`config.mk`:
```
export PLATFORM = sky130hd
export DESIGN_NAME = cp0_subsys_top
export DESIGN_NICKNAME = d
export VERILOG_FILES = /design/src/rtl/cp0_pkg.sv /design/src/rtl/exc_detect.sv /design/src/rtl/exc_stage_reg.sv /design/src/rtl/cp0_regs.sv /design/src/rtl/exc_redirect.sv /design/src/rtl/cp0_subsys_top.sv
export SDC_FILE = /design/constraint.sdc
export NUM_CORES = 1
export LEC_CHECK = 0
export BUFFER_PORTS_ARGS = -buffer_cell sky130_fd_sc_hd__clkbuf_2
export CAP_MARGIN = 10
export CORE_MARGIN = 2
export CORE_UTILIZATION = 45
export DETAILED_ROUTE_END_ITERATION = 16
export PLACE_DENSITY = 0.66
export SETUP_SLACK_MARGIN = 0.2
export SLEW_MARGIN = 25
export SYNTH_ARGS = -nofsm -noshare
export SYNTH_HDL_FRONTEND = slang
export SYNTH_SLANG_ARGS = --single-unit
export TNS_END_PERCENT = 5
```
`constraint.sdc`:
```
create_clock -name clk -period 2.65 [get_ports clk]
set_clock_uncertainty 0.1 [all_clocks]
set_input_delay 0.1325 -clock clk [delete_from_list [all_inputs] [get_ports clk]]
set_output_delay 0.1325 -clock clk [all_outputs]
set_load 0.03 [all_outputs]
```
`src/rtl/cp0_pkg.sv`:
```
package cp0_pkg;

    typedef logic [31:0] word_t;

    // CP0 register select, register number times eight
    localparam logic [7:0] badvaddr_idx = 8'h40;
    localparam logic [7:0] count_idx    = 8'h48;
    localparam logic [7:0] compare_idx  = 8'h58;
    localparam logic [7:0] status_idx   = 8'h60;
    localparam logic [7:0] cause_idx    = 8'h68;
    localparam logic [7:0] epc_idx      = 8'h70;

    // Cause.ExcCode values
    localparam logic [4:0] exc_int  = 5'd0;
    localparam logic [4:0] exc_adel = 5'd4;   // Load or fetch address error
    localparam logic [4:0] exc_ades = 5'd5;   // Store address error
    localparam logic [4:0] exc_sys  = 5'd8;
    localparam logic [4:0] exc_bp   = 5'd9;
    localparam logic [4:0] exc_ri   = 5'd10;

    // Operation class handed over by decode.
    // op_rsvd stands for an encoding with no defined meaning
    typedef enum logic [3:0] {
        op_none    = 4'd0,
        op_lw      = 4'd1,
        op_sw      = 4'd2,
        op_syscall = 4'd3,
        op_break   = 4'd4,
        op_eret    = 4'd5,
        op_mtc0    = 4'd6,
        op_mfc0    = 4'd7,
        op_rsvd    = 4'd8
    } op_t;

    // Exception entry with BEV=1
    localparam word_t exc_vector = 32'hBFC0_0380;

    // Status bit positions
    localparam int unsigned st_ie  = 0;
    localparam int unsigned st_exl = 1;
    localparam int unsigned st_bev = 22;

    // Cause bit positions
    localparam int unsigned ca_ti = 30;
    localparam int unsigned ca_bd = 31;

endpackage

```
`src/rtl/exc_detect.sv`:
```
`timescale 1ns/1ps

module exc_detect (
    input  logic            ex_valid,
    input  cp0_pkg::op_t    ex_op,
    input  cp0_pkg::word_t  ex_pc,
    input  cp0_pkg::word_t  ex_mem_addr,
    input  logic            interrupt,
    output logic            det_exc,
    output logic [4:0]      det_exccode,
    output cp0_pkg::word_t  det_badvaddr
);

    logic pc_misaligned;
    logic addr_misaligned;

    assign pc_misaligned   = (ex_pc[1:0] != 2'b00);
    assign addr_misaligned = (ex_mem_addr[1:0] != 2'b00);   // Word accesses only

    // Fetch fault reports the PC, otherwise the data address
    assign det_badvaddr = pc_misaligned ? ex_pc : ex_mem_addr;

    always_comb begin
        det_exc     = 1'b0;
        det_exccode = cp0_pkg::exc_int;

        if (!ex_valid) begin
            det_exc = 1'b0;
        end else if (interrupt) begin
            // Pending interrupt rides on whatever instruction is here
            det_exc     = 1'b1;
            det_exccode = cp0_pkg::exc_int;
        end else if (pc_misaligned) begin
            det_exc     = 1'b1;
            det_exccode = cp0_pkg::exc_adel;
        end else begin
            case (ex_op)
                cp0_pkg::op_lw: begin
                    det_exc     = addr_misaligned;
                    det_exccode = cp0_pkg::exc_adel;
                end
                cp0_pkg::op_sw: begin
                    det_exc     = addr_misaligned;
                    det_exccode = cp0_pkg::exc_ades;
                end
                cp0_pkg::op_syscall: begin
                    det_exc     = 1'b1;
                    det_exccode = cp0_pkg::exc_sys;
                end
                cp0_pkg::op_break: begin
                    det_exc     = 1'b1;
                    det_exccode = cp0_pkg::exc_bp;
                end
                cp0_pkg::op_none,
                cp0_pkg::op_eret,
                cp0_pkg::op_mtc0,
                cp0_pkg::op_mfc0: begin
                    det_exc = 1'b0;
                end
                default: begin
                    // Anything undefined traps as reserved
                    det_exc     = 1'b1;
                    det_exccode = cp0_pkg::exc_ri;
                end
            endcase
        end
    end

endmodule

```
`src/rtl/exc_stage_reg.sv`:
```
`timescale 1ns/1ps

module exc_stage_reg (
    input  logic            clk,
    input  logic            rst,
    input  logic            flush,
    input  logic            ex_valid,
    input  cp0_pkg::op_t    ex_op,
    input  cp0_pkg::word_t  ex_pc,
    input  logic            ex_bd,
    input  logic [7:0]      ex_cp0_addr,
    input  cp0_pkg::word_t  ex_wdata,
    input  logic            det_exc,
    input  logic [4:0]      det_exccode,
    input  cp0_pkg::word_t  det_badvaddr,
    output logic            mem_valid,
    output cp0_pkg::op_t    mem_op,
    output cp0_pkg::word_t  mem_pc,
    output logic            mem_bd,
    output logic [7:0]      mem_cp0_addr,
    output cp0_pkg::word_t  mem_wdata,
    output logic            mem_exc,
    output logic [4:0]      mem_exccode,
    output cp0_pkg::word_t  mem_badvaddr
);

    // Valid bit, dropped when the memory stage redirects
    always_ff @(posedge clk) begin
        if (!rst) begin
            mem_valid <= 1'b0;
        end else if (flush) begin
            mem_valid <= 1'b0;   // Squash the younger instruction
        end else begin
            mem_valid <= ex_valid;
        end
    end

    // Payload follows execute every cycle, meaningful only with mem_valid
    always_ff @(posedge clk) begin
        mem_op       <= ex_op;
        mem_pc       <= ex_pc;
        mem_bd       <= ex_bd;
        mem_cp0_addr <= ex_cp0_addr;
        mem_wdata    <= ex_wdata;
        mem_exc      <= det_exc;
        mem_exccode  <= det_exccode;
        mem_badvaddr <= det_badvaddr;
    end

endmodule

```
`src/rtl/cp0_regs.sv`:
```
`timescale 1ns/1ps

module cp0_regs (
    input  logic            clk,
    input  logic            rst,
    input  logic            mem_valid,
    input  cp0_pkg::op_t    mem_op,
    input  cp0_pkg::word_t  mem_pc,
    input  logic            mem_bd,
    input  logic [7:0]      mem_cp0_addr,
    input  cp0_pkg::word_t  mem_wdata,
    input  logic            mem_exc,
    input  logic [4:0]      mem_exccode,
    input  cp0_pkg::word_t  mem_badvaddr,
    input  logic [5:0]      ext_int_in,
    output cp0_pkg::word_t  rdata,
    output cp0_pkg::word_t  epc,
    output logic            interrupt
);

    cp0_pkg::word_t badvaddr;
    cp0_pkg::word_t count;
    cp0_pkg::word_t compare;
    logic           tick;        // Half-rate enable for Count

    logic [7:0]     st_im;
    logic           st_exl;
    logic           st_ie;

    logic           ca_bd;
    logic           ca_ti;
    logic [5:0]     ca_ip_hw;    // IP7..IP2
    logic [1:0]     ca_ip_sw;    // IP1..IP0
    logic [4:0]     ca_exccode;

    cp0_pkg::word_t status_word;
    cp0_pkg::word_t cause_word;

    logic take_exc;
    logic do_eret;
    logic do_mtc0;
    logic wr_badvaddr;
    logic wr_count;
    logic wr_compare;
    logic wr_status;
    logic wr_cause;
    logic wr_epc;
    logic addr_fault;

    // Exception beats ERET and MTC0 on the same instruction
    assign take_exc = mem_valid && mem_exc;
    assign do_eret  = mem_valid && !mem_exc && (mem_op == cp0_pkg::op_eret);
    assign do_mtc0  = mem_valid && !mem_exc && (mem_op == cp0_pkg::op_mtc0);

    assign wr_badvaddr = do_mtc0 && (mem_cp0_addr == cp0_pkg::badvaddr_idx);
    assign wr_count    = do_mtc0 && (mem_cp0_addr == cp0_pkg::count_idx);
    assign wr_compare  = do_mtc0 && (mem_cp0_addr == cp0_pkg::compare_idx);
    assign wr_status   = do_mtc0 && (mem_cp0_addr == cp0_pkg::status_idx);
    assign wr_cause    = do_mtc0 && (mem_cp0_addr == cp0_pkg::cause_idx);
    assign wr_epc      = do_mtc0 && (mem_cp0_addr == cp0_pkg::epc_idx);

    assign addr_fault = (mem_exccode == cp0_pkg::exc_adel) ||
                        (mem_exccode == cp0_pkg::exc_ades);

    always_ff @(posedge clk) begin
        if (take_exc && addr_fault) begin
            badvaddr <= mem_badvaddr;
        end else if (wr_badvaddr) begin
            badvaddr <= mem_wdata;
        end
    end

    // Count steps on every other clock
    always_ff @(posedge clk) begin
        if (!rst) begin
            tick  <= 1'b0;
            count <= '0;
        end else begin
            tick <= ~tick;
            if (wr_count) begin
                count <= mem_wdata;
            end else if (tick) begin
                count <= count + 32'd1;
            end
        end
    end

    always_ff @(posedge clk) begin
        if (wr_compare) begin
            compare <= mem_wdata;
        end
    end

    always_ff @(posedge clk) begin
        if (!rst) begin
            st_im  <= '0;
            st_exl <= 1'b0;
            st_ie  <= 1'b0;
        end else if (take_exc) begin
            st_exl <= 1'b1;
        end else if (do_eret) begin
            st_exl <= 1'b0;
        end else if (wr_status) begin
            st_im  <= mem_wdata[15:8];
            st_exl <= mem_wdata[cp0_pkg::st_exl];
            st_ie  <= mem_wdata[cp0_pkg::st_ie];
        end
    end

    // BD and EPC only follow the first exception of a nest
    always_ff @(posedge clk) begin
        if (!rst) begin
            ca_bd      <= 1'b0;
            ca_exccode <= '0;
        end else if (take_exc) begin
            ca_exccode <= mem_exccode;
            if (!st_exl) begin
                ca_bd <= mem_bd;
            end
        end
    end

    always_ff @(posedge clk) begin
        if (take_exc && !st_exl) begin
            epc <= mem_bd ? mem_pc - 32'd4 : mem_pc;   // Restart at the branch
        end else if (wr_epc) begin
            epc <= mem_wdata;
        end
    end

    // Compare write acknowledges the timer
    always_ff @(posedge clk) begin
        if (!rst) begin
            ca_ti <= 1'b0;
        end else if (wr_compare) begin
            ca_ti <= 1'b0;
        end else if (count == compare) begin
            ca_ti <= 1'b1;
        end
    end

    always_ff @(posedge clk) begin
        if (!rst) begin
            ca_ip_hw <= '0;
            ca_ip_sw <= '0;
        end else begin
            ca_ip_hw <= {ext_int_in[5] | ca_ti, ext_int_in[4:0]};   // Sampled each clock
            if (wr_cause) begin
                ca_ip_sw <= mem_wdata[9:8];
            end
        end
    end

    always_comb begin
        status_word                  = '0;
        status_word[cp0_pkg::st_bev] = 1'b1;   // Fixed boot vectors
        status_word[15:8]            = st_im;
        status_word[cp0_pkg::st_exl] = st_exl;
        status_word[cp0_pkg::st_ie]  = st_ie;
    end

    always_comb begin
        cause_word                 = '0;
        cause_word[cp0_pkg::ca_bd] = ca_bd;
        cause_word[cp0_pkg::ca_ti] = ca_ti;
        cause_word[15:10]          = ca_ip_hw;
        cause_word[9:8]            = ca_ip_sw;
        cause_word[6:2]            = ca_exccode;
    end

    assign interrupt = (|(cause_word[15:8] & st_im)) && st_ie && !st_exl;

    // MFC0 read port
    always_comb begin
        case (mem_cp0_addr)
            cp0_pkg::badvaddr_idx: rdata = badvaddr;
            cp0_pkg::count_idx:    rdata = count;
            cp0_pkg::compare_idx:  rdata = compare;
            cp0_pkg::status_idx:   rdata = status_word;
            cp0_pkg::cause_idx:    rdata = cause_word;
            cp0_pkg::epc_idx:      rdata = epc;
            default:               rdata = '0;
        endcase
    end

endmodule

```
`src/rtl/exc_redirect.sv`:
```
`timescale 1ns/1ps

module exc_redirect (
    input  logic            mem_valid,
    input  cp0_pkg::op_t    mem_op,
    input  logic            mem_exc,
    input  cp0_pkg::word_t  epc,
    output logic            redirect,
    output cp0_pkg::word_t  redirect_pc
);

    logic is_eret;

    assign is_eret = (mem_op == cp0_pkg::op_eret);

    // Fetch restarts on any committed exception or return
    assign redirect = mem_valid && (mem_exc || is_eret);

    // An interrupt tagged on an ERET still goes to the handler
    always_comb begin
        if (mem_exc) begin
            redirect_pc = cp0_pkg::exc_vector;
        end else begin
            redirect_pc = epc;
        end
    end

endmodule

```
`src/rtl/cp0_subsys_top.sv`:
```
`timescale 1ns/1ps

module cp0_subsys_top (
    input  logic            clk,
    input  logic            rst,
    input  logic            ex_valid,
    input  cp0_pkg::op_t    ex_op,
    input  cp0_pkg::word_t  ex_pc,
    input  logic            ex_bd,
    input  cp0_pkg::word_t  ex_mem_addr,
    input  logic [7:0]      ex_cp0_addr,
    input  cp0_pkg::word_t  ex_wdata,
    input  logic [5:0]      ext_int_in,
    output cp0_pkg::word_t  cp0_rdata,
    output logic            redirect,
    output cp0_pkg::word_t  redirect_pc,
    output logic            interrupt
);

    logic           det_exc;
    logic [4:0]     det_exccode;
    cp0_pkg::word_t det_badvaddr;

    logic           mem_valid;
    cp0_pkg::op_t   mem_op;
    cp0_pkg::word_t mem_pc;
    logic           mem_bd;
    logic [7:0]     mem_cp0_addr;
    cp0_pkg::word_t mem_wdata;
    logic           mem_exc;
    logic [4:0]     mem_exccode;
    cp0_pkg::word_t mem_badvaddr;
    cp0_pkg::word_t epc;

    exc_detect u_detect (
        .ex_valid     (ex_valid),
        .ex_op        (ex_op),
        .ex_pc        (ex_pc),
        .ex_mem_addr  (ex_mem_addr),
        .interrupt    (interrupt),
        .det_exc      (det_exc),
        .det_exccode  (det_exccode),
        .det_badvaddr (det_badvaddr)
    );

    exc_stage_reg u_stage (
        .clk          (clk),
        .rst          (rst),
        .flush        (redirect),   // Squash behind a redirect
        .ex_valid     (ex_valid),
        .ex_op        (ex_op),
        .ex_pc        (ex_pc),
        .ex_bd        (ex_bd),
        .ex_cp0_addr  (ex_cp0_addr),
        .ex_wdata     (ex_wdata),
        .det_exc      (det_exc),
        .det_exccode  (det_exccode),
        .det_badvaddr (det_badvaddr),
        .mem_valid    (mem_valid),
        .mem_op       (mem_op),
        .mem_pc       (mem_pc),
        .mem_bd       (mem_bd),
        .mem_cp0_addr (mem_cp0_addr),
        .mem_wdata    (mem_wdata),
        .mem_exc      (mem_exc),
        .mem_exccode  (mem_exccode),
        .mem_badvaddr (mem_badvaddr)
    );

    cp0_regs u_regs (
        .clk          (clk),
        .rst          (rst),
        .mem_valid    (mem_valid),
        .mem_op       (mem_op),
        .mem_pc       (mem_pc),
        .mem_bd       (mem_bd),
        .mem_cp0_addr (mem_cp0_addr),
        .mem_wdata    (mem_wdata),
        .mem_exc      (mem_exc),
        .mem_exccode  (mem_exccode),
        .mem_badvaddr (mem_badvaddr),
        .ext_int_in   (ext_int_in),
        .rdata        (cp0_rdata),
        .epc          (epc),
        .interrupt    (interrupt)
    );

    exc_redirect u_redirect (
        .mem_valid   (mem_valid),
        .mem_op      (mem_op),
        .mem_exc     (mem_exc),
        .epc         (epc),
        .redirect    (redirect),
        .redirect_pc (redirect_pc)
    );

endmodule

```
Yosys cells after proc, flatten, opt, wreduce, memory -nomap -nowiden --
Index checks and enable logic that the tools add are counted.
Operators by class: $add $sub $neg 2, equality and inequality tests 18, muxes and demuxes 18, bitwise logic cells 8, reductions and logical operators 35
Operators with widths (count):
- 32-bit 2-to-1 mux | 9
- 32-bit case mux with 6 select lines | 1
- 8-bit by 7-bit == test with 1-bit output, second input constant | 6
- 32-bit by 1-bit adder with 32-bit output, second input constant | 1
- 32-bit == test | 1
- 4-bit by 3-bit == test with 1-bit output, second input constant | 8
- 32-bit by 3-bit subtractor with 32-bit output, second input constant | 1
- 4-bit case mux with 5 select lines | 1
- 1-bit logical AND | 15
- 2-bit nonzero test | 5
- 8-bit AND | 1
- 4-bit by 2-bit == test with 1-bit output, second input constant | 2
- 2-bit OR reduction | 4
- 8-bit OR reduction | 1
- 1-bit NOT | 6
- 1-bit 2-to-1 mux | 5
- 4-bit by 1-bit == test with 1-bit output, second input constant | 1
- 4-bit zero test | 1
- 4-bit OR reduction | 1
- 3-bit 2-to-1 mux | 1
- 3-bit AND reduction | 1
- 3-bit nonzero test | 1
- 3-bit OR reduction | 1
- 1-bit zero test | 2
- 4 further kinds | 5
Word-level totals: bits in registers 268, input port bits 118

Longest topological paths before layout --
depth in word-level cells 7, mapped depth 8, gate-level depth less buffers 6

Cells and area by module --
Synthesis repeated with hierarchy kept, for this count alone.
Second synthesis, totals: cell total of the unflattened synthesis 1077, area, all modules 11750.0 µm²
By module, submodules not included:
- cp0_regs | instances 1, cells each 865, area an instance 8546.9 µm², sequential area each 4043.9 µm²
- exc_stage_reg | instances 1, cells each 117, area an instance 2331.0 µm², sequential area each 2322.2 µm²
- exc_detect | instances 1, cells each 58, area an instance 624.3 µm², sequential area each 0.0 µm²
- exc_redirect | instances 1, cells each 37, area an instance 247.7 µm², sequential area each 0.0 µm²

Worst setup path before layout --
No wires, ideal clock.
path kind flip-flop to flip-flop, start point reg u_stage.mem_valid, end point reg u_regs.epc[0] (enable), library setup time 0.389 ns, arrival time 1.965 ns, data required time 2.161 ns, path slack 0.196 ns, cell stages (with the launch flop) 6, buffers on the path 2, clock period less this slack 2.454 ns, path through dfxtp_1 nand2_1 or2_2 clkbuf_1 clkbuf_1 nand2_1
On the way: word-level cells in the longest chain between the ends 4, elaborated cells between the ends (all ways) 6, those cells by class reduce/logical (6)
RTL lines:
- start: declaration | line exc_stage_reg.sv:16 | output logic mem_valid,
- start signal: assignment | line exc_stage_reg.sv:34 | mem_valid <= ex_valid;
- 1-bit logical AND (2 in a row) | line cp0_regs.sv:53 | assign do_mtc0 = mem_valid && !mem_exc && (mem_op == cp0_pkg::op_mtc0);
- 1-bit logical AND | line cp0_regs.sv:60 | assign wr_epc = do_mtc0 && (mem_cp0_addr == cp0_pkg::epc_idx);
- 2-bit nonzero test (no line) *
- end signal: assignment | line cp0_regs.sv:125 | epc <= mem_bd ? mem_pc - 32'd4 : mem_pc;
- end signal: assignment | line cp0_regs.sv:127 | epc <= mem_wdata;
- end: declaration | line cp0_regs.sv:17 | output cp0_pkg::word_t epc,
Mark *: on every way between the ends. The rest lies on a longest branch, timed or not. A chain may end at the register's enable or synchronous reset.

Worst setup path after layout --
start point reg u_stage.mem_cp0_addr[4], end point out cp0_rdata[11]
On the way: word-level cells in the longest chain between the ends 2, elaborated cells between the ends (all ways) 7, those cells by class eq/ne (6); mux (1)
RTL lines:
- start: declaration | line exc_stage_reg.sv:20 | output logic [7:0] mem_cp0_addr,
- start signal: assignment | line exc_stage_reg.sv:43 | mem_cp0_addr <= ex_cp0_addr;
- 8-bit by 7-bit == test with 1-bit output | line cp0_regs.sv:175 | case (mem_cp0_addr)
- 32-bit case mux with 6 select lines * | line cp0_regs.sv:175
- end: declaration | line cp0_subsys_top.sv:14 | output cp0_pkg::word_t cp0_rdata,
Marked as above.

==> impl_metrics.json <==
{
  "tightest_slew_ns": 0.718,
  "path_common_cell": "buf_6",
  "synth_cell_types": 63,
  "insertion_delay_ns": 0.55,
  "r2r_slack_ns": 0.36,
  "drive_gt1_share_pct": 30.6,
  "place_congestion": 0.980,
  "finalPower_mw": 9.38,
  "dr.pass1.iters": 5,
  "ys.flop_type": "dfxtp_1",
  "die_height_um": 164,
  "syn_inst": 1058,
  "p_int_mw": 7.20,
  "dp_slack_ns": 0.381,
  "cpLargestDelayFamily": "buffers and inverters",
  "grt_usage_pct": 27.7,
  "antenna_found_initial": 0,
  "power.share.sequential_pct": 48.6,
  "synthArstFlopShare_pct": 0,
  "required_ns": 2.42,
  "grt_pass1_vias": 9394,
  "port_buffers": 183,
  "avgSynthCellArea_um2": 10.9,
  "crit_path_cell_trace": "buf_12 -> nor3_4 -> buf_6 -> buf_6 -> a22oi_2 -> o22a_1 -> a21oi_2 -> clkbuf_8",
  "relSlewSlack_pct": 52.1,
  "min_period_ns": 2.55,
  "ant_nets": 0,
  "rsz0062_at_grt": "yes",
  "synth_edf_count": 96,
  "clockBufferDepth": 3,
  "final_cell_mix": "dfxtp_1 (168), clkbuf_2 (166), dlygate4sd3_1 (118)",
  "synthesis.area_mm2": 0.0116,
  "fp.dieArea_mm2": 0.0270,
  "cts-htree-levels": 1,
  "p_comb_share_pct": 8.6,
  "row_count": 58,
  "worst_slack_ns": 0.103,
  "drv_slew": 0,
  "p_leak_nw": 5.94,
  "crit_buf_inv": 4,
  "grt_pass1_wl_um": 56100,
  "pwr-share-clk_pct": 42.8,
  "hold_viol_final": 0,
  "cts_buffers": 28,
  "finalNonFillerCells": 1735,
  "final_common_cell": "dfxtp_1",
  "nets": 1503,
  "critical_path.max_fanout": 5,
  "num_vias": 9611,
  "holdWs_ns": 0.122,
  "fmax_ghz": 0.393,
  "dpl_cell_area_mm2": 0.0130,
  "tns_ns": 0,
  "drt-initial-drc-count": 1091,
  "setup_viol": 0,
  "p_per_area_mw_per_mm2": 603,
  "die_w_um": 164,
  "drc": 0,
  "start_util_pct": 45.9,
  "sw_frac_of_total_pct": 23.2,
  "status": "completed",
  "final_area_mm2": 0.0155,
  "viasPerCell": 5.54,
  "slowest_stage": "dfxtp_4",
  "drv_cap": 0,
  "placed_cells": 1548,
  "synth_seq_area_share_pct": 54.7,
  "min_path_type": "in2reg",
  "clkTransAtPathRegs_ns": 0.06,
  "utilization_pct": 61.7,
  "start_kind": "register",
  "synth-seq-cells": 268,
  "avgRoutedWirePerCell_um": 21.8,
  "ys_warn_count": 0,
  "period_share_pct": 96.1,
  "grt_max_degree": 65,
  "cts_tree": "done",
  "synth_nets": 1178,
  "worstSetupEndpointType": "output port",
  "critical_path_arrival_ns": 2.31,
  "peakVddDrop_mv": 0.411,
  "io_pins": 184,
  "grt.overflow.total": 0,
  "cts_sinks": 268,
  "p_switching_mw": 2.17,
  "cp_slowest_stage_delay_ns": 0.36,
  "syn_to_final_growth_pct": 34.5,
  "cts_root_buf": "clkbuf_16",
  "core_mm2": 0.0252,
  "worstSetupPathType": "reg2out",
  "wl_um": 37900,
  "dp.final_hpwl_um": 26400
}
==> cell type report <==
type,count,area [µm²]
Inverter,12,45.0
Fill cell,1986,9640
Antenna cell,1,2.50
Clock buffer,42,878
Timing Repair Buffer,362,2710
Tap cell,330,413
Sequential cell,268,6340
Multi-Input combinational cell,711,5080
Clock inverter,9,76.3
==> cells in the mapped netlist, types with 11 or more instances <==
| cell type | number | area share, % |
|---|---|---|
| edfxtp_1 | 96 | 25 |
| clkbuf_1 | 44 | 1.4 |
| xnor2_1 | 57 | 4.3 |
| mux2i_1 | 27 | 2.3 |
| o21ai_0 | 57 | 2.5 |
| nor3_1 | 12 | 0.52 |
| nand3_1 | 27 | 1.2 |
| nor2b_1 | 24 | 1.3 |
| mux2_2 | 65 | 6.3 |
| a22oi_1 | 34 | 2.2 |
| a21oi_1 | 40 | 1.7 |
| or2_2 | 17 | 0.92 |
| buf_2 | 14 | 0.61 |
| nor2_1 | 84 | 2.7 |
| a221oi_1 | 20 | 1.5 |
| inv_1 | 12 | 0.39 |
| nand2_1 | 68 | 2.2 |
| nand4_1 | 22 | 1.2 |
| dfxtp_1 | 172 | 30 |
| xor2_1 | 37 | 2.8 |
| a211oi_1 | 11 | 0.71 |
==> flip-flops by register name, summed over array words and instances (netlist names) <==
| register | count |
|---|---|
| u_stage.mem_bd | 1 |
| u_regs.compare | 32 |
| u_regs.ca_ti | 1 |
| u_stage.mem_exc | 1 |
| u_stage.mem_valid | 1 |
| u_stage.mem_op | 4 |
| u_regs.ca_bd | 1 |
| u_regs.badvaddr | 32 |
| u_regs.st_ie | 1 |
| u_regs.st_exl | 1 |
| u_stage.mem_wdata | 32 |
| u_stage.mem_badvaddr | 32 |
| u_stage.mem_exccode | 4 |
| u_stage.mem_cp0_addr | 8 |
| u_regs.count | 32 |
| u_regs.tick | 1 |
| u_regs.ca_ip_sw | 2 |
| u_stage.mem_pc | 32 |
| u_regs.epc | 32 |
| u_regs.ca_ip_hw | 6 |
| u_regs.st_im | 8 |
| u_regs.ca_exccode | 4 |
==> power groups by stage <==
stage	Clock [mW]	Combinational [mW]	Sequential, mW
floorplan	0	0.385	4.56
global placement	0	0.602	4.64
detailed placement	0	0.604	4.64
CTS	4.04	0.765	4.55
global route	4.23	0.862	4.57
finish	4.01	0.803	4.56
==> final timing paths <==
check                                from                    end  cells past startpoint
hold reg to reg    u_stage.mem_exccode[0]   u_regs.ca_exccode[0]                      2
hold / removal               ex_wdata[16]  u_stage.mem_wdata[16]                      2
setup / recovery  u_stage.mem_cp0_addr[4]          cp0_rdata[11]                      8
setup reg to reg  u_stage.mem_cp0_addr[4]          u_regs.st_exl                      7
==> logic make-up after synthesis <==
group / count (synthesis) / synth area share [%]
adders and majority gates: 2 / 0.216
buffers and inverters: 79 / 2.87
muxes: 93 / 8.80
xor gates and xnor gates: 94 / 7.12
DFF: 268 / 54.7
and+or+nand+nor: 332 / 15.8
AOI/OAI and AO/OA: 190 / 10.4
==> what timing repair did <==
action                     4_1_cts  5_1_grt
setup buffers                    7        9
resized for setup               51       35
hold buffers                   118        0
setup endpoints to repair       28       32
hold endpoints to repair       121        0
cloned                           0        1
pin swaps                        2        5
==> worst reg2reg max path, cell delays in order, from the launching register on <==
cell and delay (ns):
dfxtp_4 0.36, buf_4 0.14, or4bb_1 0.52, nor4_2 0.33
buf_4 0.27, mux2_4 0.33, nand2_2 0.07, a21oi_2 0.05
==> layer usage <==
metal | GRT usage, % | wire (µm)
met1 | 40.8 | 16200
met2 | 42.3 | 17100
met3 | 4.87 | 3690
met4 | 6.90 | 822
met5 | 0 | 0
No activity file was read; power rests on OpenSTA's default activity.
